--- config.mk ---
export PLATFORM = sky130hd
export DESIGN_NAME = snes_pad_reader
export DESIGN_NICKNAME = d
export VERILOG_FILES = /design/src/logic/snes_pad_pkg.sv /design/src/logic/poll_sequencer.sv /design/src/logic/pad_shift_receiver.sv /design/src/logic/button_accumulator.sv /design/src/logic/axil_read_port.sv /design/src/logic/snes_pad_reader.sv
export SDC_FILE = /design/constraint.sdc
export NUM_CORES = 1
export LEC_CHECK = 0
export BUFFER_PORTS_ARGS = -buffer_cell sky130_fd_sc_hd__buf_2
export CORE_MARGIN = 1.5
export CORE_UTILIZATION = 60
export CTS_BUF_LIST = sky130_fd_sc_hd__clkbuf_4
export DETAILED_ROUTE_END_ITERATION = 7
export PLACE_DENSITY_LB_ADDON = 0.1
export SYNTH_ARGS = -nofsm -noshare
export SYNTH_HDL_FRONTEND = slang
export SYNTH_SLANG_ARGS = --single-unit
export TNS_END_PERCENT = 1
--- constraint.sdc ---
create_clock -name clk -period 2.54 [get_ports clk]
set_input_delay 0.127 -clock clk [delete_from_list [all_inputs] [get_ports clk]]
set_output_delay 0.127 -clock clk [all_outputs]
set_load 0.1 [all_outputs]
--- src/logic/snes_pad_pkg.sv ---
package snes_pad_pkg;

    // *************************************************************************
    // Serial pad framing.
    // *************************************************************************

    // Clock pulses sent to the pads in one poll.
    localparam int pad_bits = 16;

    // Real buttons per pad; the trailing four bits are always high on the wire.
    localparam int button_bits = 12;

    // *************************************************************************
    // Host read channel.
    // *************************************************************************

    localparam int axil_data_width = 32;

    // Lowest bit of the pad 1 lane in the read word.
    localparam int pad1_lane_lsb = 16;

    // *************************************************************************
    // Poll sequencer phases.
    // *************************************************************************

    // Current phase of a poll.
    typedef enum logic [1:0] {
        idle  = 2'd0,
        latch = 2'd1,
        shift = 2'd2,
        gap   = 2'd3
    } poll_state_t;

endpackage

--- src/logic/poll_sequencer.sv ---
`timescale 1ns/1ps

module poll_sequencer #(
    parameter int clk_div    = 4,
    parameter int gap_cycles = 20
) (
    input  logic clk,
    input  logic aresetn,
    output logic pad_latch,
    output logic pad_clk,
    output logic sample,
    output logic commit
);

    import snes_pad_pkg::*;

    localparam int period  = 2 * clk_div;
    localparam int cnt_max = (period > gap_cycles) ? period : gap_cycles;
    localparam int cnt_w   = $clog2(cnt_max + 1);
    localparam int bit_w   = $clog2(pad_bits);

    poll_state_t      state;
    poll_state_t      state_nxt;
    logic [cnt_w-1:0] cnt;
    logic [cnt_w-1:0] cnt_nxt;
    logic [bit_w-1:0] bit_cnt;
    logic [bit_w-1:0] bit_nxt;

    // *************************************************************************
    // Phase and counter update.
    // *************************************************************************

    always_comb begin
        state_nxt = state;
        cnt_nxt   = cnt + 1'b1;
        bit_nxt   = bit_cnt;
        case (state)
            idle: begin
                state_nxt = latch;
                cnt_nxt   = '0;
                bit_nxt   = '0;
            end
            latch: begin
                if (cnt == cnt_w'(period - 1)) begin
                    state_nxt = shift;
                    cnt_nxt   = '0;
                end
            end
            shift: begin
                // One bit period ends here.
                if (cnt == cnt_w'(period - 1)) begin
                    cnt_nxt = '0;
                    if (bit_cnt == bit_w'(pad_bits - 1)) begin
                        state_nxt = gap;
                    end else begin
                        bit_nxt = bit_cnt + 1'b1;
                    end
                end
            end
            gap: begin
                if (cnt == cnt_w'(gap_cycles - 1)) begin
                    state_nxt = idle;
                    cnt_nxt   = '0;
                end
            end
            default: begin
                state_nxt = idle;
                cnt_nxt   = '0;
            end
        endcase
    end

    // Outputs are registered from the next phase so they line up with state.
    always_ff @(posedge clk) begin
        if (!aresetn) begin
            state     <= idle;
            cnt       <= '0;
            bit_cnt   <= '0;
            pad_latch <= 1'b0;
            pad_clk   <= 1'b0;
            sample    <= 1'b0;
            commit    <= 1'b0;
        end else begin
            state     <= state_nxt;
            cnt       <= cnt_nxt;
            bit_cnt   <= bit_nxt;
            pad_latch <= (state_nxt == latch);
            pad_clk   <= (state_nxt == shift) && (cnt_nxt >= cnt_w'(clk_div));
            // Last low cycle of the bit period.
            sample    <= (state_nxt == shift) && (cnt_nxt == cnt_w'(clk_div - 1));
            commit    <= (state_nxt == shift) && (bit_nxt == bit_w'(pad_bits - 1))
                         && (cnt_nxt == cnt_w'(clk_div));
        end
    end

    latch_clk_exclusive: assert property (
        @(posedge clk) disable iff (!aresetn) !(pad_latch && pad_clk)
    ) else $error("pad_latch and pad_clk high together");

    // Commit follows the 16th sample by exactly one cycle.
    commit_after_last_sample: assert property (
        @(posedge clk) disable iff (!aresetn)
        commit |-> (state == shift) && (bit_cnt == bit_w'(pad_bits - 1)) && $past(sample)
    ) else $error("commit outside the last bit period");

endmodule

--- src/logic/pad_shift_receiver.sv ---
`timescale 1ns/1ps

module pad_shift_receiver (
    input  logic                                clk,
    input  logic                                aresetn,
    input  logic                                pad_data,
    input  logic                                sample,
    output logic [snes_pad_pkg::button_bits-1:0] word
);

    import snes_pad_pkg::*;

    logic [pad_bits-1:0] shift_reg;

    // *************************************************************************
    // Serial capture.
    // *************************************************************************

    // Pad data is active low.
    // New bits enter at the top, so the first bit sent lands in bit 0
    // once all sixteen have been taken.
    always_ff @(posedge clk) begin
        if (!aresetn) begin
            shift_reg <= '0;
        end else if (sample) begin
            shift_reg <= {~pad_data, shift_reg[pad_bits-1:1]};
        end
    end

    // Trailing bits 15..12 carry no buttons.
    assign word = shift_reg[button_bits-1:0];

endmodule

--- src/logic/button_accumulator.sv ---
`timescale 1ns/1ps

module button_accumulator (
    input  logic                                clk,
    input  logic                                aresetn,
    input  logic [snes_pad_pkg::button_bits-1:0] word,
    input  logic                                commit,
    input  logic                                read_done,
    output logic [snes_pad_pkg::button_bits-1:0] held_buttons
);

    // *************************************************************************
    // Sticky press record.
    // *************************************************************************

    // A button seen in any poll stays set until the host reads it.
    // The read clears old presses, but a word committed in the same cycle
    // is kept so that press is not lost.
    always_ff @(posedge clk) begin
        if (!aresetn) begin
            held_buttons <= '0;
        end else if (read_done) begin
            if (commit) begin
                held_buttons <= word;
            end else begin
                held_buttons <= '0;
            end
        end else if (commit) begin
            held_buttons <= held_buttons | word;
        end
    end

endmodule

--- src/logic/axil_read_port.sv ---
`timescale 1ns/1ps

module axil_read_port (
    input  logic                                    clk,
    input  logic                                    aresetn,
    input  logic [snes_pad_pkg::button_bits-1:0]     pad0_buttons,
    input  logic [snes_pad_pkg::button_bits-1:0]     pad1_buttons,
    output logic [snes_pad_pkg::axil_data_width-1:0] s_axil_rdata,
    output logic [1:0]                              s_axil_rresp,
    output logic                                    s_axil_rvalid,
    input  logic                                    s_axil_rready,
    output logic                                    read_done
);

    import snes_pad_pkg::*;

    localparam logic [1:0] resp_okay = 2'b00;

    logic [axil_data_width-1:0] rdata_nxt;

    // Pad 0 in the low lane, pad 1 in the upper lane, rest zero.
    always_comb begin
        rdata_nxt                                = '0;
        rdata_nxt[button_bits-1:0]               = pad0_buttons;
        rdata_nxt[pad1_lane_lsb +: button_bits]  = pad1_buttons;
    end

    // *************************************************************************
    // Read data channel.
    // *************************************************************************

    // A status word is always on offer once out of reset.
    always_ff @(posedge clk) begin
        if (!aresetn) begin
            s_axil_rvalid <= 1'b0;
            s_axil_rdata  <= '0;
        end else begin
            s_axil_rvalid <= 1'b1;
            // Word only moves when the channel is empty or being taken.
            if (!s_axil_rvalid || s_axil_rready) begin
                s_axil_rdata <= rdata_nxt;
            end
        end
    end

    assign s_axil_rresp = resp_okay;
    assign read_done    = s_axil_rvalid && s_axil_rready;

    rdata_held_while_stalled: assert property (
        @(posedge clk) disable iff (!aresetn)
        (s_axil_rvalid && !s_axil_rready) |=> $stable(s_axil_rdata)
    ) else $error("s_axil_rdata changed while waiting for rready");

endmodule

--- src/logic/snes_pad_reader.sv ---
`timescale 1ns/1ps

module snes_pad_reader #(
    parameter int clk_div    = 4,
    parameter int gap_cycles = 20
) (
    input  logic                                    clk,
    input  logic                                    aresetn,

    output logic                                    pad_latch,
    output logic                                    pad_clk,
    input  logic                                    pad0_data,
    input  logic                                    pad1_data,

    output logic [snes_pad_pkg::axil_data_width-1:0] s_axil_rdata,
    output logic [1:0]                              s_axil_rresp,
    output logic                                    s_axil_rvalid,
    input  logic                                    s_axil_rready
);

    import snes_pad_pkg::*;

    logic                   sample;
    logic                   commit;
    logic                   read_done;
    logic [button_bits-1:0] pad0_word;
    logic [button_bits-1:0] pad1_word;
    logic [button_bits-1:0] pad0_held;
    logic [button_bits-1:0] pad1_held;

    // *************************************************************************
    // Poll timing shared by both pads.
    // *************************************************************************

    poll_sequencer #(
        .clk_div    (clk_div),
        .gap_cycles (gap_cycles)
    ) u_poll_sequencer (
        .clk       (clk),
        .aresetn   (aresetn),
        .pad_latch (pad_latch),
        .pad_clk   (pad_clk),
        .sample    (sample),
        .commit    (commit)
    );

    pad_shift_receiver u_pad0_receiver (
        .clk      (clk),
        .aresetn  (aresetn),
        .pad_data (pad0_data),
        .sample   (sample),
        .word     (pad0_word)
    );

    pad_shift_receiver u_pad1_receiver (
        .clk      (clk),
        .aresetn  (aresetn),
        .pad_data (pad1_data),
        .sample   (sample),
        .word     (pad1_word)
    );

    button_accumulator u_pad0_accumulator (
        .clk          (clk),
        .aresetn      (aresetn),
        .word         (pad0_word),
        .commit       (commit),
        .read_done    (read_done),
        .held_buttons (pad0_held)
    );

    button_accumulator u_pad1_accumulator (
        .clk          (clk),
        .aresetn      (aresetn),
        .word         (pad1_word),
        .commit       (commit),
        .read_done    (read_done),
        .held_buttons (pad1_held)
    );

    // *************************************************************************
    // Host side.
    // *************************************************************************

    axil_read_port u_axil_read_port (
        .clk           (clk),
        .aresetn       (aresetn),
        .pad0_buttons  (pad0_held),
        .pad1_buttons  (pad1_held),
        .s_axil_rdata  (s_axil_rdata),
        .s_axil_rresp  (s_axil_rresp),
        .s_axil_rvalid (s_axil_rvalid),
        .s_axil_rready (s_axil_rready),
        .read_done     (read_done)
    );

endmodule

==> results of run 1 <==
power groups by stage:
| stage | combinational [W] | clock [W] | sequential, W |
|---|---|---|---|
| after global routing | 0.000196 | 0.000753 | 0.00152 |
| after floorplan | 0.000145 | 0 | 0.00157 |
| after detailed placement | 0.000180 | 0 | 0.00155 |
| after CTS | 0.000184 | 0.000691 | 0.00152 |
| after global placement | 0.000179 | 0 | 0.00155 |
| final | 0.000183 | 0.000667 | 0.00152 |
how the worst min path moves through the flow:
stage                             start                                to  slack, ps  cells past startpoint
after floorplan                 aresetn    u_axil_read_port.s_axil_rvalid        150                      0
after global placement          aresetn    u_axil_read_port.s_axil_rvalid        310                      1
after detailed placement        aresetn    u_axil_read_port.s_axil_rvalid        310                      1
after CTS                 s_axil_rready  u_axil_read_port.s_axil_rdata[3]        190                      5
after global routing      s_axil_rready  u_axil_read_port.s_axil_rdata[4]        230                      5
final                     s_axil_rready  u_axil_read_port.s_axil_rdata[2]        210                      5
metal layers:
metal	track usage [%]	wire, um	up-vias
li1	-	-	1371
met1	26.1	3070	1241
met2	31.8	2820	49
met3	3.71	175	10
met4	9.48	108	0
met5	0	0	-
synth_stat cells, types with 2 or more instances:
cell      count
a211oi_1      3
a21oi_1      28
a22oi_1      24
a31oi_1       2
and2_1        3
and3_1        2
buf_1         2
buf_4        10
clkbuf_1     23
dfxtp_1      96
ha_1          8
inv_1         4
mux2i_1      31
nand2_1      54
nand2b_1      3
nand4_1       2
nor2_1       65
nor2b_1       4
nor3_1        3
nor4_1        2
nor4_2        2
xnor2_1       2
xor2_1        2
cell type report:
type	instances	area (um2)	area share, %
clock buffers	9	67.6	1.71
clock inverters	7	38.8	0.979
inverters	5	18.8	0.474
multi-input cells	267	1600	40.3
flip-flops and latches	96	1920	48.5
well taps	75	93.8	2.37
repair buffers	39	223	5.62
stage by stage:
stage | power (W) | worst slack, ps
global route | 0.00247 | 241
detailed placement | 0.00173 | 496
global placement | 0.00173 | 526
floorplan | 0.00172 | 625
finish | 0.00237 | 467
CTS | 0.00239 | 460
worst register-to-register path, cell delays in order (launching register included):
cell and delay (ps):
dfxtp_1 420, inv_1 100, ha_1 360, a211oi_1 230
a21oi_1 130, or4_4 510, nor4_2 240
kinds of logic (layout without fill, tap and decap cells):
logic type	Yosys count	in the layout	synth area share (%)
other	1	10	0.102
buffers and inverters	40	60	5.11
DFF	96	96	52.3
AOI/OAI and AO/OA	64	64	11.4
adders and majority gates	8	8	2.72
and+or+nand+nor	150	150	19.0
xor gates and xnor gates	4	4	0.954
muxes	31	31	8.45
placed cells by master (no fill, tap or decap), types with 2 or more instances in the layout:
master,Yosys,layout
buf_4,10,5
nor3_1,3,3
buf_2,0,31
clkbuf_4,0,9
and3_1,2,2
nor2_1,65,65
inv_1,4,4
clkinv_2,0,3
nor4_1,2,2
a31oi_1,2,2
a21oi_1,28,28
a211oi_1,3,3
dlygate4sd3_1,0,3
xnor2_1,2,2
nor4_2,2,2
nor2b_1,4,4
ha_1,8,8
nand2b_1,3,3
nand4_1,2,2
conb_1,1,10
dfxtp_1,96,95
clkinv_1,0,2
nand2_1,54,54
and2_1,3,3
mux2i_1,31,31
a22oi_1,24,24
xor2_1,2,2
==> out/metrics.yaml, run 1 <==
floorplan:
  pin_count: 42
  die_x_um: 81.2
  coreArea_mm2: 0.00592
  dieArea_mm2: 0.00660
  start_util_pct: 62.0
  die_h_um: 81.2
  rows: 28
logic_synthesis:
  synth_top_area_share_pct: 52.3
  yosysTopAreaCell: "dfxtp_1"
  synth_area_per_cell_um2: 9.32
  netlist_instances: 394
  synthTopCellsByArea: "dfxtp_1 52%, mux2i_1 8.4%, nor2_1 6.6%"
  ys_seq_area_share_pct: 52.3
  ys_warn_count: 0
  synth-main-ff-cell: "dfxtp_1"
  async_flop_share_pct: 0
  ys_ff_latch: 96
  synth.distinct_cells: 42
  syn_area_mm2: 0.00367
  synth_edf_count: 0
sta:
  slew_headroom_pct: 37.1
  rsz0062_at_grt: "no"
  finalSetupTns_ps: 0
  period_share_pct: 81.6
  drv_slew: 0
  fin_skew_ps: 6.89
  max_freq_mhz: 482
  hold_ws_ps: 206
  finalHoldViolations: 0
  worst_slew_pin_slew_ps: 942
  period_needed_ps: 2070
  setup_violations: 0
clock_network:
  clk-insertion-delay-late_ps: 420
  root_buffer: "clkbuf_4"
  cts.path.max_buffers: 2
  postCtsHoldBufs: 3
  cts_sinks: 96
  cts-resized-gates: 0
  cts_max_level: 3
  post_cts_buffers: 0
  clk_pin_slew_ps: 140
  cts_buffers: 9
  tritoncts: "built"
power_and_ir_drop:
  power_frac_clock_pct: 28.2
  peakVddDrop_v: 0.000366
  power.internal_w: 0.00174
  power_frac_seq_pct: 64.1
  combPwrFrac_pct: 7.7
  netSwitchingFraction_pct: 26.7
  p_sw_w: 0.000632
  leakage_nw: 1.44
  powerDensity_mw_per_mm2: 597
drt:
  routed_wl_mm: 6.18
  viasPerCell: 5.36
  antenna_left: 0
  drt_iter0_drc: 138
  wl_per_cell_um: 12.4
  route.vias.total: 2671
  firstDrtPassIters: 4
  drc: 0
global_route:
  overflow: 0
  grt_pass1_wl_mm: 10.3
  grt.total_usage_pct: 20.0
  antenna_found_initial: 0
  grt_start_max_net_pins: 55
  grt_pass1_vias: 2341
final_layout:
  fillers: 488
  fin_area_mm2: 0.00396
  diodes: 0
  syn_to_final_growth_pct: 7.87
  stdcell_count: 498
  fin_util_pct: 66.9
  largest_reg_flops: 24
  fin_nets: 431
  drive_gt1_share_pct: 13.7
setup_path:
  path_class: "reg2reg"
  startpoint: "u_poll_sequencer.state[0]"
  critPathLaunchType: "flop"
  r2r-start: "u_poll_sequencer.state[0]"
  cp_top_family: "simple AND/OR/NAND/NOR gates"
  ff2ff_setup_slack_ps: 470
  worstPathArrival_ps: 2410
  endpoint_kind: "flop"
  critPathRequiredTime_ps: 2880
  r2r_cells: 6
  r2r_end: "u_poll_sequencer.commit"
  worstSetupEndpoint: "u_poll_sequencer.commit"
  cpMaxStageDelayCell: "or4_4"
  crit_buf_inv: 1
  path_cells: "inv_1 -> ha_1 -> a211oi_1 -> a21oi_1 -> or4_4 -> nor4_2"
  cp_max_fo: 13
  path_depth: 6
  crit_path_max_incr_delay_ps: 510
min_path:
  hold_path.class: "in2reg"
run:
  max_cap_viol_count: 0
place:
  port_buffers: 31
  dp_hpwl_mm: 4.01
  placed_cell_area_mm2: 0.00383
  routabilityCongestion: 0.908
  placedCellCount: 479
outcome:
  status: "completed"
Power figures use the tool's default switching activity.
==> inputs of run 2 (changes only) <==
--- a/config.mk
+++ b/config.mk
@@ -7,7 +7,7 @@
 export LEC_CHECK = 0
 export BUFFER_PORTS_ARGS = -buffer_cell sky130_fd_sc_hd__buf_2
 export CORE_MARGIN = 1.5
-export CORE_UTILIZATION = 60
+export CORE_UTILIZATION = 54
 export CTS_BUF_LIST = sky130_fd_sc_hd__clkbuf_4
 export DETAILED_ROUTE_END_ITERATION = 7
 export PLACE_DENSITY_LB_ADDON = 0.1
==> constraint.sdc (replaced) <==
create_clock -name clk -period 1.78 [get_ports clk]
set_input_delay 0.089 -clock clk [delete_from_list [all_inputs] [get_ports clk]]
set_output_delay 0.089 -clock clk [all_outputs]
set_load 0.1 [all_outputs]
==> run 2 against run 1 <==
  * The flow now finishes with violations (design-rule violations, negative setup slack)
  * Routed wire length is 8.5% higher
  * Die area is 11% higher
  * Register-to-register slack worse by 500 ps
  * Clock skew is 14 ps higher
  * Final area is 7.2% higher
  * Critical path type unchanged
==> out/metrics.yaml, run 2 (synthesis results as in run 1) <==
outcome:
  status: "finished, violations left"  # was completed
  violations: "design-rule violations, negative setup slack"
setup_path:
  path_class: "reg2reg"  # unchanged
  worstPathArrival_ps: 2140  # was 2410 ps
  endpoint_kind: "flop"  # unchanged
  critPathRequiredTime_ps: 2110  # was 2880 ps
  r2r_end: "u_poll_sequencer.commit"  # unchanged
  critPathLaunchType: "flop"  # unchanged
  r2r-start: "u_poll_sequencer.bit_cnt[1]"  # was u_poll_sequencer.state[0]
  r2r_cells: 6  # unchanged
  cp_max_fo: 4  # was 13
  ff2ff_setup_slack_ps: -30  # was 470 ps
place:
  dp_hpwl_mm: 4.32  # was 4.01 mm
  routabilityCongestion: 0.924  # was 0.908
  port_buffers: 31  # unchanged
sta:
  worst_slew_pin_slew_ps: 635  # was 942 ps
  fin_skew_ps: 20.7  # was 6.89 ps
  setup_ws_ps: -29.4  # was 467 ps
  finalHoldViolations: 0  # unchanged
  period_share_pct: 102  # was 81.6%
  setup_violations: 2  # was 0
  period_needed_ps: 1810  # was 2070 ps
  slew_headroom_pct: 57.6  # was 37.1%
  hold_ws_ps: 172  # was 206 ps
  drv_slew: 0  # unchanged
  max_freq_mhz: 553  # was 482 MHz
  rsz0062_at_grt: "yes"  # was no
floorplan:
  pin_count: 42  # unchanged
  rows: 29  # was 28
  die_x_um: 85.5  # was 81.2 um
  start_util_pct: 56.9  # was 62.0%
  coreArea_mm2: 0.00646  # was 0.00592 mm2
  die_h_um: 85.5  # was 81.2 um
  dieArea_mm2: 0.00731  # was 0.00660 mm2
global_route:
  grt_start_max_net_pins: 67  # was 55
  overflow: 0  # unchanged
  grt_pass1_vias: 2679  # was 2341
  grt_pass1_wl_mm: 11.6  # was 10.3 mm
  antenna_found_initial: 0  # unchanged
  grt.total_usage_pct: 19.7  # was 20.0%
power_and_ir_drop:
  peakVddDrop_v: 0.000413  # was 0.000366 V
  powerDensity_mw_per_mm2: 878  # was 597 mW/mm2
  leakage_nw: 1.56  # was 1.44 nW
  power_frac_seq_pct: 58.0  # was 64.1%
  netSwitchingFraction_pct: 24.7  # was 26.7%
  combPwrFrac_pct: 8.1  # was 7.7%
  power.internal_w: 0.00281  # was 0.00174 W
  power_frac_clock_pct: 33.8  # was 28.2%
  p_sw_w: 0.000922  # was 0.000632 W
final_layout:
  drive_gt1_share_pct: 21.5  # was 13.7%
  largest_reg_flops: 24  # unchanged
  multiInputGateArea_mm2: 0.00166  # was 0.00160 mm2
  fin_util_pct: 65.8  # was 66.9%
  final_common_cell: "dfxtp_1"  # unchanged
  mostFrequentLayoutCells: "88 x dfxtp_1, 65 x nor2_1, 54 x nand2_1, 31 x mux2i_1, 31 x buf_2"  # was 95 x dfxtp_1, 65 x nor2_1, 54 x nand2_1, 31 x mux2i_1, 31 x buf_2
  seq_area_mm2: 0.00193  # was 0.00192 mm2
  syn_to_final_growth_pct: 15.7  # was 7.87%
  fillers: 544  # was 488
  fin_nets: 451  # was 431
  diodes: 0  # unchanged
drt:
  wl_per_cell_um: 12.9  # was 12.4 um
  antenna_left: 0  # unchanged
  firstDrtPassIters: 7  # was 4
  drt_iter0_drc: 151  # was 138
  routed_wl_mm: 6.71  # was 6.18 mm
  drc: 4  # was 0
  viasPerCell: 5.30  # was 5.36
  route.vias.total: 2749  # was 2671
clock_network:
  cts_max_level: 3  # unchanged
  post_cts_buffers: 0  # unchanged
  cts_buffers: 9  # unchanged
  cts_sinks: 96  # unchanged
  clk_pin_slew_ps: 150  # was 140 ps
  tritoncts: "built"  # unchanged
  clk-insertion-delay-late_ps: 430  # was 420 ps
  cts.path.max_buffers: 2  # unchanged
  root_buffer: "clkbuf_4"  # unchanged
min_path:
  hp-start: "s_axil_rready"  # unchanged
  hold_path_depth: 5  # unchanged
  min_to: "u_axil_read_port.s_axil_rdata[0]"  # was u_axil_read_port.s_axil_rdata[2]
  hold_path.class: "in2reg"  # unchanged
run:
  max_cap_viol_count: 0  # unchanged
[run 2: changes by cell type in the layout (fill, tap and decap cells not counted), sizes merged]
| cell | change |
|---|---|
| bufinv | +2 |
| buf | +20 |
| clkbuf | +1 |
| inv | +1 |
| clkinv | -5 |
[run 2: cell type report]
cell class	count	area share, %
Tap cell	77	2.27
Sequential cell	96	45.5
Clock inverter	5	1.88
Multi-Input combinational cell	267	39.1
Clock buffer	10	1.77
Timing Repair Buffer	59	9.07
Inverter	5	0.442
[run 2: metrics by stage]
stage	area (um2)	total power, W	cells	TNS, ps	setup WS (ps)
after floorplan	3710	0.00245	403	-237	-119
after global placement	3990	0.00250	501	-193	-99.5
after detailed placement	3990	0.00250	501	-338	-184
after CTS	4230	0.00377	519	-145	-83.0
after global routing	4250	0.00386	519	-472	-141
final	4250	0.00373	519	-45.0	-29.4
[run 2: how the worst max path moves through the flow]
stage / from / end / slack, ps / depth (start not counted)
floorplan: u_poll_sequencer.cnt[0] / u_poll_sequencer.commit / -120 / 6
global placement: u_poll_sequencer.cnt[0] / u_poll_sequencer.sample / -100 / 6
detailed placement: u_poll_sequencer.cnt[0] / u_poll_sequencer.commit / -180 / 7
CTS: u_poll_sequencer.cnt[1] / u_poll_sequencer.commit / -80 / 6
global route: u_poll_sequencer.state[1] / u_poll_sequencer.pad_clk / -140 / 5
finish: u_poll_sequencer.bit_cnt[1] / u_poll_sequencer.commit / -30 / 6
[run 2: critical path, stage by stage (launching register included)]
cell and delay [ps]:
dfxtp_2 370, ha_4 160, and3_4 180, a311oi_2 270
a21oi_2 60, or4_4 530, nor4_2 140
[run 2: what timing repair did]
action | in CTS | in global routing
pin swaps | 6 | 2
hold endpoints to repair | 7 | 0
gates resized for setup | 14 | 6
hold buffers | 3 | 0
setup endpoints to repair | 3 | 8
[run 2: power by group through the flow]
| stage | Sequential, W | Combinational [W] | Clock (W) |
|---|---|---|---|
| floorplan | 0.00225 | 0.000207 | 0 |
| global placement | 0.00221 | 0.000287 | 0 |
| detailed placement | 0.00221 | 0.000288 | 0 |
| CTS | 0.00216 | 0.000302 | 0.00130 |
| global route | 0.00217 | 0.000322 | 0.00137 |
| finish | 0.00216 | 0.000304 | 0.00126 |
[run 2: metal layers]
layer  wire length [um]  GRT usage, %
met1               3190          24.7
met2               3190          32.4
met3                171          3.02
met4                161          11.0
met5                  0             0
==> inputs of run 3 (changes only) <==
--- a/config.mk
+++ b/config.mk
@@ -11,6 +11,7 @@
 export CTS_BUF_LIST = sky130_fd_sc_hd__clkbuf_4
 export DETAILED_ROUTE_END_ITERATION = 7
 export PLACE_DENSITY_LB_ADDON = 0.1
+export SKIP_CTS_REPAIR_TIMING = 1
 export SYNTH_ARGS = -nofsm -noshare
 export SYNTH_HDL_FRONTEND = slang
 export SYNTH_SLANG_ARGS = --single-unit
==> run 3 against run 2 <==
  * Clock power barely moved
  * Final area rose by 0.32%
  * Hold slack improved by 1.2 ps
  * Flip-flop and latch count did not move
  * Die area did not move
  * The flow still finishes with violations (design-rule violations, negative setup slack)
  * Via count fell by 0.29%
  * Utilization rose by 0.21 points
  * Global-route usage fell by 0.37 points
  * First-iteration DRC count fell by 6.6%
  * Register-to-register slack got worse by 30 ps
  * Critical path type unchanged
==> out/metrics.yaml, run 3 (synthesis results as in run 1) <==
outcome:
  status: "finished, violations left"  # unchanged
  violations: "design-rule violations, negative setup slack"  # unchanged
setup_path:
  r2r_end: "u_poll_sequencer.commit"  # unchanged
  cpMaxStageDelayCell: "or4_4"  # unchanged
  path_class: "reg2reg"  # unchanged
  startpoint: "u_poll_sequencer.cnt[1]"  # was u_poll_sequencer.bit_cnt[1]
  path_cells: "ha_4 -> and4bb_4 -> a311oi_2 -> a21oi_2 -> or4_4 -> nor4_2"  # was ha_4 -> and3_4 -> a311oi_2 -> a21oi_2 -> or4_4 -> nor4_2
  r2r-start: "u_poll_sequencer.cnt[1]"  # was u_poll_sequencer.bit_cnt[1]
  endpoint_kind: "flop"  # unchanged
  worstPathArrival_ps: 2170  # was 2140 ps
  cp_top_family: "simple AND/OR/NAND/NOR gates"  # unchanged
  cp_max_fo: 3  # was 4
  critPathLaunchType: "flop"  # unchanged
  critPathRequiredTime_ps: 2110  # about the same
  r2r_cells: 6  # unchanged
  crit_path_max_incr_delay_ps: 500  # was 530 ps
  ff2ff_setup_slack_ps: -60  # was -30 ps
  crit_buf_inv: 0  # unchanged
  path_depth: 6  # unchanged
  worstSetupEndpoint: "u_poll_sequencer.commit"  # unchanged
sta:
  period_needed_ps: 1840  # was 1810 ps
  fin_skew_ps: 19.0  # was 20.7 ps
  finalHoldViolations: 0  # unchanged
  finalSetupTns_ps: -108  # was -45.0 ps
  max_freq_mhz: 543  # was 553 MHz
  setup_ws_ps: -60.3  # was -29.4 ps
  period_share_pct: 103  # was 102%
  drv_slew: 0  # unchanged
  slew_headroom_pct: 58.2  # was 57.6%
  setup_violations: 2  # unchanged
  worst_slew_pin_slew_ps: 627  # was 635 ps
  rsz0062_at_grt: "yes"  # unchanged
final_layout:
  diodes: 0  # unchanged
  stdcell_count: 519  # unchanged
  fillers: 544  # unchanged
  fin_nets: 451  # unchanged
  largest_reg_flops: 24  # unchanged
  drive_gt1_share_pct: 21.9  # was 21.5%
  final_common_cell: "dfxtp_1"  # unchanged
  mostFrequentLayoutCells: "88 x dfxtp_1, 65 x nor2_1, 54 x nand2_1, 31 x mux2i_1, 31 x buf_2"  # unchanged
  fin_area_mm2: 0.00426  # was 0.00425 mm2
  fin_util_pct: 66.0  # was 65.8%
  syn_to_final_growth_pct: 16.0  # was 15.7%
clock_network:
  clk-insertion-delay-late_ps: 430  # about the same
  root_buffer: "clkbuf_4"  # unchanged
  clk_pin_slew_ps: 140  # was 150 ps
  cts_sinks: 96  # unchanged
  cts.path.max_buffers: 2  # unchanged
  tritoncts: "built"  # unchanged
  cts_max_level: 3  # unchanged
  cts_buffers: 9  # unchanged
drt:
  drc: 4  # unchanged
  wl_per_cell_um: 13.1  # was 12.9 um
  firstDrtPassIters: 6  # was 7
  routed_wl_mm: 6.79  # was 6.71 mm
  antenna_left: 0  # unchanged
  route.vias.total: 2741  # was 2749
  viasPerCell: 5.28  # was 5.30
  drt_iter0_drc: 141  # was 151
run:
  max_cap_viol_count: 0  # unchanged
floorplan:
  dieArea_mm2: 0.00731  # unchanged
  coreArea_mm2: 0.00646  # unchanged
  die_h_um: 85.5  # unchanged
  die_x_um: 85.5  # unchanged
  rows: 29  # unchanged
  pin_count: 42  # unchanged
  start_util_pct: 56.9  # unchanged
place:
  dp_hpwl_mm: 4.32  # unchanged
  port_buffers: 31  # unchanged
  routabilityCongestion: 0.924  # unchanged
  placed_cell_area_mm2: 0.00399  # unchanged
  placedCellCount: 501  # unchanged
global_route:
  grt_pass1_vias: 2626  # was 2679
  antenna_found_initial: 0  # unchanged
  overflow: 0  # unchanged
  grt_start_max_net_pins: 67  # unchanged
  grt.total_usage_pct: 19.3  # was 19.7%
  grt_pass1_wl_mm: 11.4  # was 11.6 mm
power_and_ir_drop:
  powerDensity_mw_per_mm2: 876  # was 878 mW/mm2
  leakage_nw: 1.57  # was 1.56 nW
  peakVddDrop_v: 0.000413  # about the same
min_path:
  hold_path.class: "in2reg"  # unchanged
## run 3: cell counts in the layout (fill, tap and decap cells not counted)
Identical to the previous run, type by type.
## run 3: worst register-to-register path, stage by stage (launching register included)
cell	delay, ps
dfxtp_2	370
ha_4	170
and4bb_4	200
a311oi_2	310
a21oi_2	60
or4_4	500
nor4_2	140
## run 3: layout make-up
type / count / area, um2 / share of cell area, %
flip-flops and latches: 96 / 1930 / 45.3
multi-input cells: 267 / 1670 / 39.2
repair buffers: 59 / 389 / 9.13
well taps: 77 / 96.3 / 2.26
clock inverters: 5 / 80.1 / 1.88
clock buffers: 10 / 75.1 / 1.76
inverters: 5 / 18.8 / 0.440
## run 3: per-layer routing
layer | up-vias | share of wire, % | global-route usage, %
met1 | 1274 | 47 | 24.7
met5 | - | 0 | 0
met3 | 14 | 2.5 | 2.92
met2 | 44 | 48 | 31.9
li1 | 1409 | - | -
met4 | 0 | 2.1 | 9.53
## run 3: worst min path at each step
stage	cells past startpoint	slack (ps)	end	start
6_report	5	170	u_axil_read_port.s_axil_rdata[0]	s_axil_rready
5_1_grt	5	200	u_axil_read_port.s_axil_rdata[10]	s_axil_rready
4_1_cts	1	-210	u_axil_read_port.s_axil_rvalid	aresetn
3_5_place_dp	1	260	u_axil_read_port.s_axil_rvalid	aresetn
3_3_place_gp	1	260	u_axil_read_port.s_axil_rvalid	aresetn
2_1_floorplan	0	120	u_axil_read_port.s_axil_rvalid	aresetn
## run 3: power by group
group	leakage, nW	internal [W]	total, W	switching, W
clock	0.0805	0.000580	0.00126	0.000678
combinational	0.713	0.0000741	0.000313	0.000239
sequential	0.777	0.00216	0.00216	0.00000492
total	1.57	0.00281	0.00373	0.000922
## run 3: stage by stage
stage	hold WS [ps]	setup slack, ps	total power [W]
2_1_floorplan	117	-119	0.00245
3_3_place_gp	265	-99.5	0.00250
3_5_place_dp	263	-184	0.00250
4_1_cts	-209	-223	0.00375
5_1_grt	201	-102	0.00387
6_report	173	-60.3	0.00373
